`src/logic/alu_ops_pkg.sv`:
```
// ALU operations engine shared definitions
// Word widths, operation codes, the configuration word layout and
// the operation function used by the generator and the reference model

package alu_ops_pkg;

    localparam int data_width  = 32;
    localparam int count_width = 16;

    // Defined operation codes, anything above op_max is rejected
    typedef enum logic [3:0] {
        op_pass = 4'd0,
        op_add  = 4'd1,
        op_sub  = 4'd2,
        op_and  = 4'd3,
        op_or   = 4'd4,
        op_xor  = 4'd5,
        op_min  = 4'd6,
        op_max  = 4'd7
    } alu_op_t;

    // Configuration word as carried on the memory response stream
    typedef struct packed {
        alu_op_t     op;
        logic [3:0]  reserved;
        logic [23:0] constant_value;
    } alu_cfg_t;

    // One bus word, configuration on the memory path and raw data on the engine path
    typedef union packed {
        alu_cfg_t                cfg;
        logic [data_width-1:0]   raw;
    } alu_word_t;

    function automatic logic [data_width-1:0] alu_apply(
        input alu_cfg_t              cfg,
        input logic [data_width-1:0] data
    );
        logic [data_width-1:0] operand;
        // Constant is zero-extended, arithmetic wraps
        operand = data_width'(cfg.constant_value);
        case (cfg.op)
            op_pass: alu_apply = data;
            op_add:  alu_apply = data + operand;
            op_sub:  alu_apply = data - operand;
            op_and:  alu_apply = data & operand;
            op_or:   alu_apply = data | operand;
            op_xor:  alu_apply = data ^ operand;
            // Unsigned compares
            op_min:  alu_apply = (data < operand) ? data : operand;
            op_max:  alu_apply = (data > operand) ? data : operand;
            default: alu_apply = data;
        endcase
    endfunction

endpackage

```
`src/logic/alu_ops_fifo.sv`:
```
// Synchronous register FIFO
// Circular buffer with occupancy count, head word shown combinationally,
// prog-full level at a programmable threshold

`timescale 1ns/10ps

module alu_ops_fifo #(
    parameter int fifo_depth  = 16,
    parameter int prog_thresh = 12
) (
    input  logic                                  ap_clk,
    input  logic                                  areset_alu_ops_engine,
    input  logic                                  wr_en,
    input  logic [alu_ops_pkg::data_width-1:0]    wr_data,
    input  logic                                  rd_en,
    output logic [alu_ops_pkg::data_width-1:0]    rd_data,
    output logic                                  empty,
    output logic                                  prog_full,
    output logic [$clog2(fifo_depth+1)-1:0]       level
);

    localparam int ptr_width = $clog2(fifo_depth);
    localparam int lvl_width = $clog2(fifo_depth + 1);

    logic [alu_ops_pkg::data_width-1:0] mem [fifo_depth];
    logic [ptr_width-1:0]               wr_ptr;
    logic [ptr_width-1:0]               rd_ptr;
    logic                               push;
    logic                               pop;

    // Writes into a full buffer are dropped, reads of an empty one ignored
    assign push = wr_en && (level != lvl_width'(fifo_depth));
    assign pop  = rd_en && !empty;

    assign rd_data   = mem[rd_ptr];
    assign empty     = (level == '0);
    assign prog_full = (level >= lvl_width'(prog_thresh));

    // Pointers and occupancy
    always_ff @(posedge ap_clk) begin
        if (areset_alu_ops_engine) begin
            wr_ptr <= '0;
            rd_ptr <= '0;
            level  <= '0;
        end else begin
            if (push) begin
                wr_ptr <= (wr_ptr == ptr_width'(fifo_depth - 1)) ? '0 : wr_ptr + 1'b1;
            end
            if (pop) begin
                rd_ptr <= (rd_ptr == ptr_width'(fifo_depth - 1)) ? '0 : rd_ptr + 1'b1;
            end
            level <= level + lvl_width'(push) - lvl_width'(pop);
        end
    end

    // Storage
    always_ff @(posedge ap_clk) begin
        if (push) begin
            mem[wr_ptr] <= wr_data;
        end
    end

endmodule

```
`src/logic/alu_ops_config_memory.sv`:
```
// Configuration memory
// Decodes memory response words as configurations, drops undefined
// operation codes and queues the rest for the generator

`timescale 1ns/10ps

module alu_ops_config_memory #(
    parameter int fifo_depth  = 16,
    parameter int prog_thresh = 12
) (
    input  logic                    ap_clk,
    input  logic                    areset_alu_ops_engine,
    input  logic                    response_memory_valid,
    input  alu_ops_pkg::alu_word_t  response_memory_data,
    input  logic                    config_setup,
    output alu_ops_pkg::alu_cfg_t   config_word,
    output logic                    config_empty,
    output logic                    response_memory_full
);

    logic                               cfg_accept;
    logic [alu_ops_pkg::data_width-1:0] cfg_head;

    // Only defined codes are stored
    assign cfg_accept = response_memory_valid
                        && (response_memory_data.cfg.op <= alu_ops_pkg::op_max);

    // Head of the queue read back as a configuration
    assign config_word = alu_ops_pkg::alu_cfg_t'(cfg_head);

    alu_ops_fifo #(
        .fifo_depth  (fifo_depth),
        .prog_thresh (prog_thresh)
    ) cfg_fifo_i (
        .ap_clk                (ap_clk),
        .areset_alu_ops_engine (areset_alu_ops_engine),
        .wr_en                 (cfg_accept),
        .wr_data               (response_memory_data.raw),
        .rd_en                 (config_setup),
        .rd_data               (cfg_head),
        .empty                 (config_empty),
        .prog_full             (response_memory_full),
        .level                 ()
    );

endmodule

```
`src/logic/alu_ops_generator.sv`:
```
// ALU operations generator
// Takes one configuration per descriptor, applies it to each engine data
// word through a fixed-depth pipeline and queues results in arrival order

`timescale 1ns/10ps

module alu_ops_generator #(
    parameter int fifo_depth      = 16,
    parameter int prog_thresh     = 12,
    parameter int pipeline_stages = 2
) (
    input  logic                                 ap_clk,
    input  logic                                 areset_alu_ops_engine,
    input  logic                                 descriptor_valid,
    input  logic [alu_ops_pkg::count_width-1:0]  descriptor_count,
    input  alu_ops_pkg::alu_cfg_t                config_word,
    input  logic                                 config_empty,
    output logic                                 config_setup,
    input  logic                                 response_engine_valid,
    input  logic [alu_ops_pkg::data_width-1:0]   response_engine_data,
    output logic                                 response_engine_full,
    input  logic                                 request_engine_ready,
    output logic                                 request_engine_valid,
    output logic [alu_ops_pkg::data_width-1:0]   request_engine_data,
    output logic                                 fifos_empty,
    output logic                                 done
);

    localparam int lvl_width = $clog2(fifo_depth + 1);

    // FSM encodings
    localparam logic [1:0] st_idle     = 2'd0;
    localparam logic [1:0] st_wait_cfg = 2'd1;
    localparam logic [1:0] st_run      = 2'd2;

    logic [1:0]                          state;
    alu_ops_pkg::alu_cfg_t               cfg_reg;
    logic [alu_ops_pkg::count_width-1:0] job_count;
    logic [alu_ops_pkg::count_width-1:0] issued_count;
    logic [alu_ops_pkg::count_width-1:0] sent_count;

    logic                                data_empty;
    logic [alu_ops_pkg::data_width-1:0]  data_head;
    logic                                res_empty;
    logic [lvl_width-1:0]                res_level;
    logic                                issue;

    logic [pipeline_stages-1:0]          pipe_valid;
    logic [alu_ops_pkg::data_width-1:0]  pipe_data [pipeline_stages];
    logic [lvl_width-1:0]                pipe_count;

    // ----------------------------------------------------------------------
    // Control
    // ----------------------------------------------------------------------

    // Pop the configuration as soon as one is waiting
    assign config_setup = (state == st_wait_cfg) && !config_empty;

    // Issue only while results in flight plus queued still fit the result FIFO
    assign issue = (state == st_run) && !data_empty && (issued_count != job_count)
                   && ((int'(pipe_count) + int'(res_level)) < fifo_depth);

    // Downstream ready drains the result FIFO directly
    assign request_engine_valid = request_engine_ready && !res_empty;
    assign fifos_empty          = data_empty && res_empty;

    always_ff @(posedge ap_clk) begin
        if (areset_alu_ops_engine) begin
            state        <= st_idle;
            job_count    <= '0;
            issued_count <= '0;
            sent_count   <= '0;
            done         <= 1'b0;
        end else begin
            if (issue) begin
                issued_count <= issued_count + 1'b1;
            end
            if (request_engine_valid) begin
                sent_count <= sent_count + 1'b1;
            end
            case (state)
                st_idle: begin
                    // Descriptors outside idle are ignored
                    if (descriptor_valid) begin
                        job_count    <= descriptor_count;
                        issued_count <= '0;
                        sent_count   <= '0;
                        done         <= 1'b0;
                        state        <= st_wait_cfg;
                    end
                end
                st_wait_cfg: begin
                    if (config_setup) begin
                        state <= st_run;
                    end
                end
                st_run: begin
                    // Job ends when every result has left
                    if (sent_count == job_count) begin
                        done  <= 1'b1;
                        state <= st_idle;
                    end
                end
                default: state <= st_idle;
            endcase
        end
    end

    // Configuration latched with the pop
    always_ff @(posedge ap_clk) begin
        if (config_setup) begin
            cfg_reg <= config_word;
        end
    end

    // ----------------------------------------------------------------------
    // Operation pipeline
    // ----------------------------------------------------------------------

    always_ff @(posedge ap_clk) begin
        if (areset_alu_ops_engine) begin
            pipe_valid <= '0;
            pipe_count <= '0;
        end else begin
            pipe_valid[0] <= issue;
            for (int i = 1; i < pipeline_stages; i++) begin
                pipe_valid[i] <= pipe_valid[i-1];
            end
            // Items enter on issue and leave into the result FIFO
            pipe_count <= pipe_count + lvl_width'(issue)
                          - lvl_width'(pipe_valid[pipeline_stages-1]);
        end
    end

    always_ff @(posedge ap_clk) begin
        // Compute in the first stage, then carry the result along
        pipe_data[0] <= alu_ops_pkg::alu_apply(cfg_reg, data_head);
        for (int i = 1; i < pipeline_stages; i++) begin
            pipe_data[i] <= pipe_data[i-1];
        end
    end

    // ----------------------------------------------------------------------
    // Data and result buffers
    // ----------------------------------------------------------------------

    alu_ops_fifo #(
        .fifo_depth  (fifo_depth),
        .prog_thresh (prog_thresh)
    ) data_fifo_i (
        .ap_clk                (ap_clk),
        .areset_alu_ops_engine (areset_alu_ops_engine),
        .wr_en                 (response_engine_valid),
        .wr_data               (response_engine_data),
        .rd_en                 (issue),
        .rd_data               (data_head),
        .empty                 (data_empty),
        .prog_full             (response_engine_full),
        .level                 ()
    );

    alu_ops_fifo #(
        .fifo_depth  (fifo_depth),
        .prog_thresh (prog_thresh)
    ) result_fifo_i (
        .ap_clk                (ap_clk),
        .areset_alu_ops_engine (areset_alu_ops_engine),
        .wr_en                 (pipe_valid[pipeline_stages-1]),
        .wr_data               (pipe_data[pipeline_stages-1]),
        .rd_en                 (request_engine_valid),
        .rd_data               (request_engine_data),
        .empty                 (res_empty),
        .prog_full             (),
        .level                 (res_level)
    );

endmodule

```
`src/logic/alu_ops_engine.sv`:
```
// ALU operations engine top level
// Registers reset per child, registers every input and the request
// output, and qualifies the generator's done with all buffers empty

`timescale 1ns/10ps

module alu_ops_engine #(
    parameter int fifo_depth      = 16,
    parameter int prog_thresh     = 12,
    parameter int pipeline_stages = 2
) (
    input  logic                                 ap_clk,
    input  logic                                 areset_alu_ops_engine,
    input  logic                                 descriptor_valid,
    input  logic [alu_ops_pkg::count_width-1:0]  descriptor_count,
    input  logic                                 response_memory_valid,
    input  alu_ops_pkg::alu_word_t               response_memory_data,
    output logic                                 response_memory_full,
    input  logic                                 response_engine_valid,
    input  logic [alu_ops_pkg::data_width-1:0]   response_engine_data,
    output logic                                 response_engine_full,
    input  logic                                 request_engine_ready,
    output logic                                 request_engine_valid,
    output logic [alu_ops_pkg::data_width-1:0]   request_engine_data,
    output logic                                 done
);

    logic areset_top;
    logic areset_config;
    logic areset_generator;

    logic                                descriptor_valid_reg;
    logic [alu_ops_pkg::count_width-1:0] descriptor_count_reg;
    logic                                response_memory_valid_reg;
    alu_ops_pkg::alu_word_t              response_memory_data_reg;
    logic                                response_engine_valid_reg;
    logic [alu_ops_pkg::data_width-1:0]  response_engine_data_reg;
    logic                                request_engine_ready_reg;

    alu_ops_pkg::alu_cfg_t               config_word;
    logic                                config_empty;
    logic                                config_setup;
    logic                                memory_full_int;
    logic                                engine_full_int;
    logic                                request_valid_int;
    logic [alu_ops_pkg::data_width-1:0]  request_data_int;
    logic                                generator_fifos_empty;
    logic                                generator_done;
    logic                                fifos_empty_reg;

    // ----------------------------------------------------------------------
    // Reset and input registers
    // ----------------------------------------------------------------------

    always_ff @(posedge ap_clk) begin
        areset_top       <= areset_alu_ops_engine;
        areset_config    <= areset_alu_ops_engine;
        areset_generator <= areset_alu_ops_engine;
    end

    // Strobes and ready level
    always_ff @(posedge ap_clk) begin
        if (areset_top) begin
            descriptor_valid_reg      <= 1'b0;
            response_memory_valid_reg <= 1'b0;
            response_engine_valid_reg <= 1'b0;
            request_engine_ready_reg  <= 1'b0;
        end else begin
            descriptor_valid_reg      <= descriptor_valid;
            response_memory_valid_reg <= response_memory_valid;
            response_engine_valid_reg <= response_engine_valid;
            request_engine_ready_reg  <= request_engine_ready;
        end
    end

    // Payloads
    always_ff @(posedge ap_clk) begin
        descriptor_count_reg     <= descriptor_count;
        response_memory_data_reg <= response_memory_data;
        response_engine_data_reg <= response_engine_data;
    end

    // ----------------------------------------------------------------------
    // Output registers and done
    // ----------------------------------------------------------------------

    always_ff @(posedge ap_clk) begin
        if (areset_top) begin
            request_engine_valid <= 1'b0;
            response_memory_full <= 1'b0;
            response_engine_full <= 1'b0;
            fifos_empty_reg      <= 1'b1;
            done                 <= 1'b0;
        end else begin
            request_engine_valid <= request_valid_int;
            response_memory_full <= memory_full_int;
            response_engine_full <= engine_full_int;
            // Every buffer in the engine drained
            fifos_empty_reg      <= config_empty & generator_fifos_empty;
            done                 <= generator_done & fifos_empty_reg;
        end
    end

    always_ff @(posedge ap_clk) begin
        request_engine_data <= request_data_int;
    end

    // ----------------------------------------------------------------------
    // Children
    // ----------------------------------------------------------------------

    alu_ops_config_memory #(
        .fifo_depth  (fifo_depth),
        .prog_thresh (prog_thresh)
    ) config_memory_i (
        .ap_clk                (ap_clk),
        .areset_alu_ops_engine (areset_config),
        .response_memory_valid (response_memory_valid_reg),
        .response_memory_data  (response_memory_data_reg),
        .config_setup          (config_setup),
        .config_word           (config_word),
        .config_empty          (config_empty),
        .response_memory_full  (memory_full_int)
    );

    alu_ops_generator #(
        .fifo_depth      (fifo_depth),
        .prog_thresh     (prog_thresh),
        .pipeline_stages (pipeline_stages)
    ) generator_i (
        .ap_clk                (ap_clk),
        .areset_alu_ops_engine (areset_generator),
        .descriptor_valid      (descriptor_valid_reg),
        .descriptor_count      (descriptor_count_reg),
        .config_word           (config_word),
        .config_empty          (config_empty),
        .config_setup          (config_setup),
        .response_engine_valid (response_engine_valid_reg),
        .response_engine_data  (response_engine_data_reg),
        .response_engine_full  (engine_full_int),
        .request_engine_ready  (request_engine_ready_reg),
        .request_engine_valid  (request_valid_int),
        .request_engine_data   (request_data_int),
        .fifos_empty           (generator_fifos_empty),
        .done                  (generator_done)
    );

endmodule

```
`config.mk`:
```
export PLATFORM = sky130hd
export DESIGN_NAME = alu_ops_engine
export DESIGN_NICKNAME = d
export VERILOG_FILES = /design/src/logic/alu_ops_pkg.sv /design/src/logic/alu_ops_fifo.sv /design/src/logic/alu_ops_config_memory.sv /design/src/logic/alu_ops_generator.sv /design/src/logic/alu_ops_engine.sv
export SDC_FILE = /design/constraint.sdc
export NUM_CORES = 2
export LEC_CHECK = 0
export BUFFER_PORTS_ARGS = -buffer_cell sky130_fd_sc_hd__buf_2
export CAP_MARGIN = 20
export CORE_UTILIZATION = 35
export CTS_CLUSTER_SIZE = 24
export DETAILED_ROUTE_END_ITERATION = 10
export GPL_TIMING_DRIVEN = 0
export PLACE_DENSITY_LB_ADDON = 0.05
export RECOVER_POWER = 50
export SLEW_MARGIN = 20
export SYNTH_ARGS = -nofsm -noshare
export SYNTH_HDL_FRONTEND = slang
export SYNTH_SLANG_ARGS = --single-unit
```
`constraint.sdc`:
```
create_clock -name ap_clk -period 6.3 [get_ports ap_clk]
set_input_delay 0.945 -clock ap_clk [delete_from_list [all_inputs] [get_ports ap_clk]]
set_output_delay 0.945 -clock ap_clk [all_outputs]
set_load 0.01 [all_outputs]
```
After elaboration in Yosys (flattened, before gate mapping)

Memories as Yosys holds them, arrays and structs flattened. A register that Yosys moved wholly into a read port is not among the register bits.
Cells that the tools add are included.

Logic and storage cells: 140
Bits in latches: 0
Input port bits: 86
Register bits: 187
Memories: 4
Bits in read-only memories: 0
Memory bits (writable): 1600

Memories:

| memory                         | depth | width | rd ports | clocked after Yosys merged registers in | write ports | RTL line                | RTL |
|---|---|---|---|---|---|---|---|
| config_memory_i.cfg_fifo_i.mem | 16    | 32    | 1        | 1                                       | 1           | alu_ops_fifo.sv:25      | `logic [alu_ops_pkg::data_width-1:0] mem [fifo_depth];` |
| generator_i.data_fifo_i.mem    | 16    | 32    | 1        | 1                                       | 1           | alu_ops_fifo.sv:25      |  |
| generator_i.result_fifo_i.mem  | 16    | 32    | 1        | 1                                       | 1           | alu_ops_fifo.sv:25      |  |
| generator_i.pipe_data          | 2     | 32    | 2        | 0                                       | 2           | alu_ops_generator.sv:49 | `logic [alu_ops_pkg::data_width-1:0] pipe_data [pipeline_stages];` |

$add $sub $neg: 19
$mul: 0
$lt $le $gt $ge: 6
Div/mod/pow operators: 0
Reduce and logical (&&, ||, !) cells: 24
Shift operators: 0
Bitwise logic cells: 5
Muxes and demuxes: 30
Equality and inequality tests: 23

Operators by type and width:

| cell                                                         | count |
|---|---|
| one-hot mux 32 bit (7 select lines)                          | 1 |
| two-way mux 16 bit                                           | 6 |
| two-way mux 32 bit                                           | 2 |
| adder 16 x 1 -> 16 bit (second input constant)               | 2 |
| adder 32 x 24 -> 32 bit                                      | 1 |
| AND 32 x 24 -> 32 bit                                        | 1 |
| > comparator 32 x 24 -> 1 bit                                | 1 |
| less-than comparator 32 x 24 -> 1 bit                        | 1 |
| less-than comparator 32 x 6 -> 1 bit (second input constant) | 1 |
| two-way mux 4 bit                                            | 8 |
| OR 32 x 24 -> 32 bit                                         | 1 |
| subtractor 32 x 24 -> 32 bit                                 | 1 |
| bitwise XOR 32 x 24 -> 32 bit                                | 1 |
| adder 4 x 1 -> 4 bit (second input constant)                 | 6 |
| == test 4 bit (second input constant)                        | 6 |
| adder 5 x 1 -> 5 bit                                         | 4 |
| subtractor 5 x 1 -> 5 bit                                    | 4 |
| == test 16 bit                                               | 1 |
| == test 4 x 3 -> 1 bit (second input constant)               | 4 |
| != test 16 bit                                               | 1 |
| zero test 5 bit                                              | 3 |
| != test 5 bit (second input constant)                        | 3 |
| logical AND 1 bit                                            | 13 |
| >= comparator 5 x 4 -> 1 bit (second input constant)         | 2 |
| other kinds (17)                                             | 33 |

Depth between registers and ports, before layout

Word-level depth: 8
Depth in mapped cells: 19

By module

From an unflattened synthesis, not the netlist that was laid out.

Cell total of the unflattened synthesis: 4014
Area total of the unflattened synthesis: 72587.1 um2

Modules (own cells, without submodules):

| module                                      | area each (um2) | cells an instance | times used |
|---|---|---|---|
| alu_ops_fifo at generator_i.data_fifo_i ... | 20049.2         | 901               | 2 |
| alu_ops_fifo at config_memory_i.cfg_fifo_i  | 20074.3         | 897               | 1 |
| alu_ops_generator                           | 9878.2          | 1183              | 1 |
| alu_ops_engine                              | 2522.4          | 131               | 1 |
| alu_ops_config_memory                       | 13.8            | 1                 | 1 |

Worst setup path after synthesis

Ideal clock, no wire load.

Path kind: reg-to-reg
From: reg with a tool-made name
To: mem generator_i.pipe_data[0][19] (netlist bit)
Arrival time: 5.169 ns
Stages on the path, launching flop included: 19
Slack: 1.009 ns
Path through: dfxtp_1 buf_6 buf_2 clkbuf_1 buf_2 mux4_2 mux4_2 inv_1 ha_1 buf_2 or3_1 nand3b_1 or4_4 o211a_1 o211ai_2 and2_1 buf_4 nor2_1 a221o_1

RTL lines:

| item             | RTL line |
|---|---|
| end: declaration | alu_ops_generator.sv:49 |

==> out/metrics.cfg <==
[logic_synthesis]
synth_fp_nets = 3871
synth_top_flop_cell = edfxtp_1
synth-edff-count = 1500
syn_area_per_cell_sq_um = 19.1
async_flop_share = 0
synth-seq-cells = 1783
netlist_area_sq_um = 69700
ys_warn_count = 0
seq_area_frac_synth = 0.727
syn-instance-count = 3652
yosysUniqueCellTypes = 83

[placed_design]
globalplace.congestion = 0.853
placement.io_buffers = 117
place_area_sq_um = 76300
hpwl_mm = 131

[sta]
setup_viol = 0
rsz0062_at_grt = true
period_share = 0.974
finalHoldViolations = 0
fmax_ghz = 0.163
slew_headroom = 0.220
period_needed_ns = 6.14
clock_skew_ns = 0.0433
final_max_slew_viol_count = 0
finalSetupTns_ns = 0
tightest_slew_ns = 1.16

[die]
row_count = 163
coreArea_sq_um = 198000
die_height_microns = 448
fp.dieW_microns = 448
die_area_sq_um = 201000
pin_count = 122
start_util = 0.353

[clock_tree]
cts_root_buf = clkbuf_16
ctsHoldBuffers = 0
cts_sinks = 1783
clock_latency_ns = 0.84
h-tree-depth = 4
clock_path_buffers = 3
post_cts_buffers = 0
cts_tree = yes
cts_made_buffers = 194
path_clk_slew_ns = 0.06

[setup_path]
worstSetupPathType = flip-flop to flip-flop
path_depth = 17
startpoint_type = flip-flop
slowest_stage = mux4_2
worstPathCellList = buf_4 -> buf_2 -> buf_4 -> mux4_2 -> mux4_2 -> inv_1 -> ha_1 -> buf_2 -> or3_1 -> nand3b_1 -> or4_4 -> o211a_1 -> o211ai_4 -> and2_1 -> clkbuf_4 -> o21ai_0 -> a2bb2oi_4
worst_path_largest_cell_delay_ns = 0.62
crit_family = buffers and inverters
critPathArrivalTime_ns = 6.83
crit_path_max_fanout = 16
r2r-end = generator_i.pipe_data[0][6]
worstPathBufferInverterCount = 6
crit_required_ns = 7.00
cp-endpoint = generator_i.pipe_data[0][6]
ff2ff_path_depth = 17
crit_path_end_kind = flip-flop
rrSetupSlack_ns = 0.16

[route]
wire_per_inst_microns = 27.9
via_per_inst = 5.12
drc = 0
drtIter0Drc = 2932
firstDrtPassIters = 6
routed_wl_mm = 193
postRouteAntennaNets = 0
dr_total_vias = 35400

[layout]
num-fill-cells = 17500
largestRegisters = generator_i.data_fifo_i.mem (512), generator_i.result_fifo_i.mem (512), config_memory_i.cfg_fifo_i.mem (448)
fin_area_sq_um = 82700
drive_gt1_frac = 0.257
seq_area_sq_um = 50700
area_growth_pct = 18.7
multiInputGateArea_sq_um = 18400
nets = 4330

[power]
power.density_nw_per_um2 = 333
leakage_nw = 26.9
vdd_drop_max_v = 0.000266

[grt]
grt_pass1_vias = 36600
grt_pass1_wl_mm = 275
antenna_found_initial = 12
grt_use_total = 0.194
gr-total-overflow = 0
grt_max_degree = 20

[worst_hold_path]
hp-start = response_engine_data[6]
hp-class = primary input to flip-flop

[status]
status = finished clean

[flow_run]
drv_cap = 0

synthesized netlist by cell type (20+ instances only):
master / count / area [sq um]
o21ai_0: 78 / 390
a21oi_1: 110 / 551
nor2b_1: 27 / 169
buf_1: 41 / 154
dfxtp_1: 283 / 5670
xnor2_1: 22 / 193
clkbuf_1: 113 / 424
mux4_2: 437 / 9840
nor2_1: 166 / 623
a22oi_1: 22 / 165
edfxtp_1: 1500 / 45000
nor3_1: 39 / 195
a21o_1: 20 / 150
xor2_1: 77 / 674
ha_1: 127 / 1590
inv_1: 121 / 454
nand2_1: 121 / 454
worst min path at each step:
stage,end,slack (ns),cells past startpoint
2_1_floorplan,generator_i.pipe_data[0][32],0.31,0
5_1_grt,response_engine_data_reg[10],0.13,1
4_1_cts,response_engine_data_reg[6],0.08,1
3_5_place_dp,generator_i.pipe_data[0][34],0.31,0
3_3_place_gp,generator_i.pipe_data[0][59],0.31,0
6_report,response_engine_data_reg[6],0.19,1
final cells by class:
class | instances | area share
antenna | 2 | 0.0000605
buffer | 171 | 0.00972
clock buffer | 285 | 0.0663
clock inverter | 76 | 0.00901
inverter | 121 | 0.00549
multi-input combinational | 1575 | 0.222
sequential | 1783 | 0.613
tap | 2640 | 0.0399
timing repair buffer | 265 | 0.0344
worst register-to-register path, stage by stage, from the launching register on:
cell and delay, ns:
dfxtp_1 0.44, buf_4 0.32, buf_2 0.33, buf_4 0.34, mux4_2 0.35, mux4_2 0.62, inv_1 0.11, ha_1 0.22
buf_2 0.17, or3_1 0.43, nand3b_1 0.25, or4_4 0.59, o211a_1 0.40, o211ai_4 0.32, and2_1 0.23, clkbuf_4 0.28
o21ai_0 0.17, a2bb2oi_4 0.43
placed cells by master (no fill, tap or decap), drive strengths merged, types with 15 or more instances in the layout:
master / netlist / routed
mux2i: 15 / 15
a31oi: 16 / 16
nor4: 16 / 16
clkinv: 0 / 55
edfxtp: 1500 / 1500
mux4: 450 / 450
nor3: 39 / 39
a21oi: 110 / 110
a221o: 16 / 16
buf: 59 / 275
xor2: 77 / 77
dfxtp: 283 / 283
o21ai: 79 / 79
ha: 127 / 127
nand3: 17 / 17
a22oi: 23 / 23
inv: 121 / 126
clkbuf: 114 / 446
a21o: 21 / 21
xnor2: 22 / 22
a2bb2oi: 17 / 17
and3: 19 / 19
nand2: 124 / 124
nor2: 166 / 166
nor2b: 27 / 27
stage by stage:
stage / utilization / power (mW) / hold slack, ns / setup WS [ns] / instances
3_5_place_dp: 0.386 / 16.8 / 0.312 / -1.79 / 6557
4_1_cts: 0.419 / 28.0 / 0.0825 / 0.000384 / 6916
2_1_floorplan: - / 15.6 / 0.310 / 1.01 / 3652
5_1_grt: 0.419 / 28.7 / 0.132 / -0.0154 / 6917
3_3_place_gp: 0.372 / 16.7 / 0.312 / -2.22 / 6409
6_report: 0.419 / 27.6 / 0.186 / 0.163 / 6918
cells by family (layout without fill, tap and decap cells):
logic type,Yosys count,count (layout),synth area share
flops,1783,1783,0.727
simple gates,476,476,0.0323
buf+inv,294,918,0.0165
compound gates,399,399,0.0382
other cells,0,2,0
mux,468,468,0.149
fa+ha+maj,133,133,0.0245
xor+xnor,99,99,0.0124
power by group:
part,internal [mW],switching [mW]
clock network,6.38,4.71
registers,13.3,0.459
logic,1.14,1.57
total,20.8,6.74
timing repair:
item / 4_1_cts / 5_1_grt
gates cloned: 0 / 0
endpoints found under the hold margin: 0 / 0
resized for setup: 51 / 31
endpoints found under the setup margin: 32 / 26
pin swaps: 1 / 4
metal layers:
layer,GRT usage,up-vias,wire length [microns]
met4,0.0504,2,4100
met1,0.265,18800,85900
met5,0,-,13
met2,0.320,736,94500
met3,0.0328,236,8250
li1,-,15600,-
Note: power is estimated with default switching activity, not from simulation.
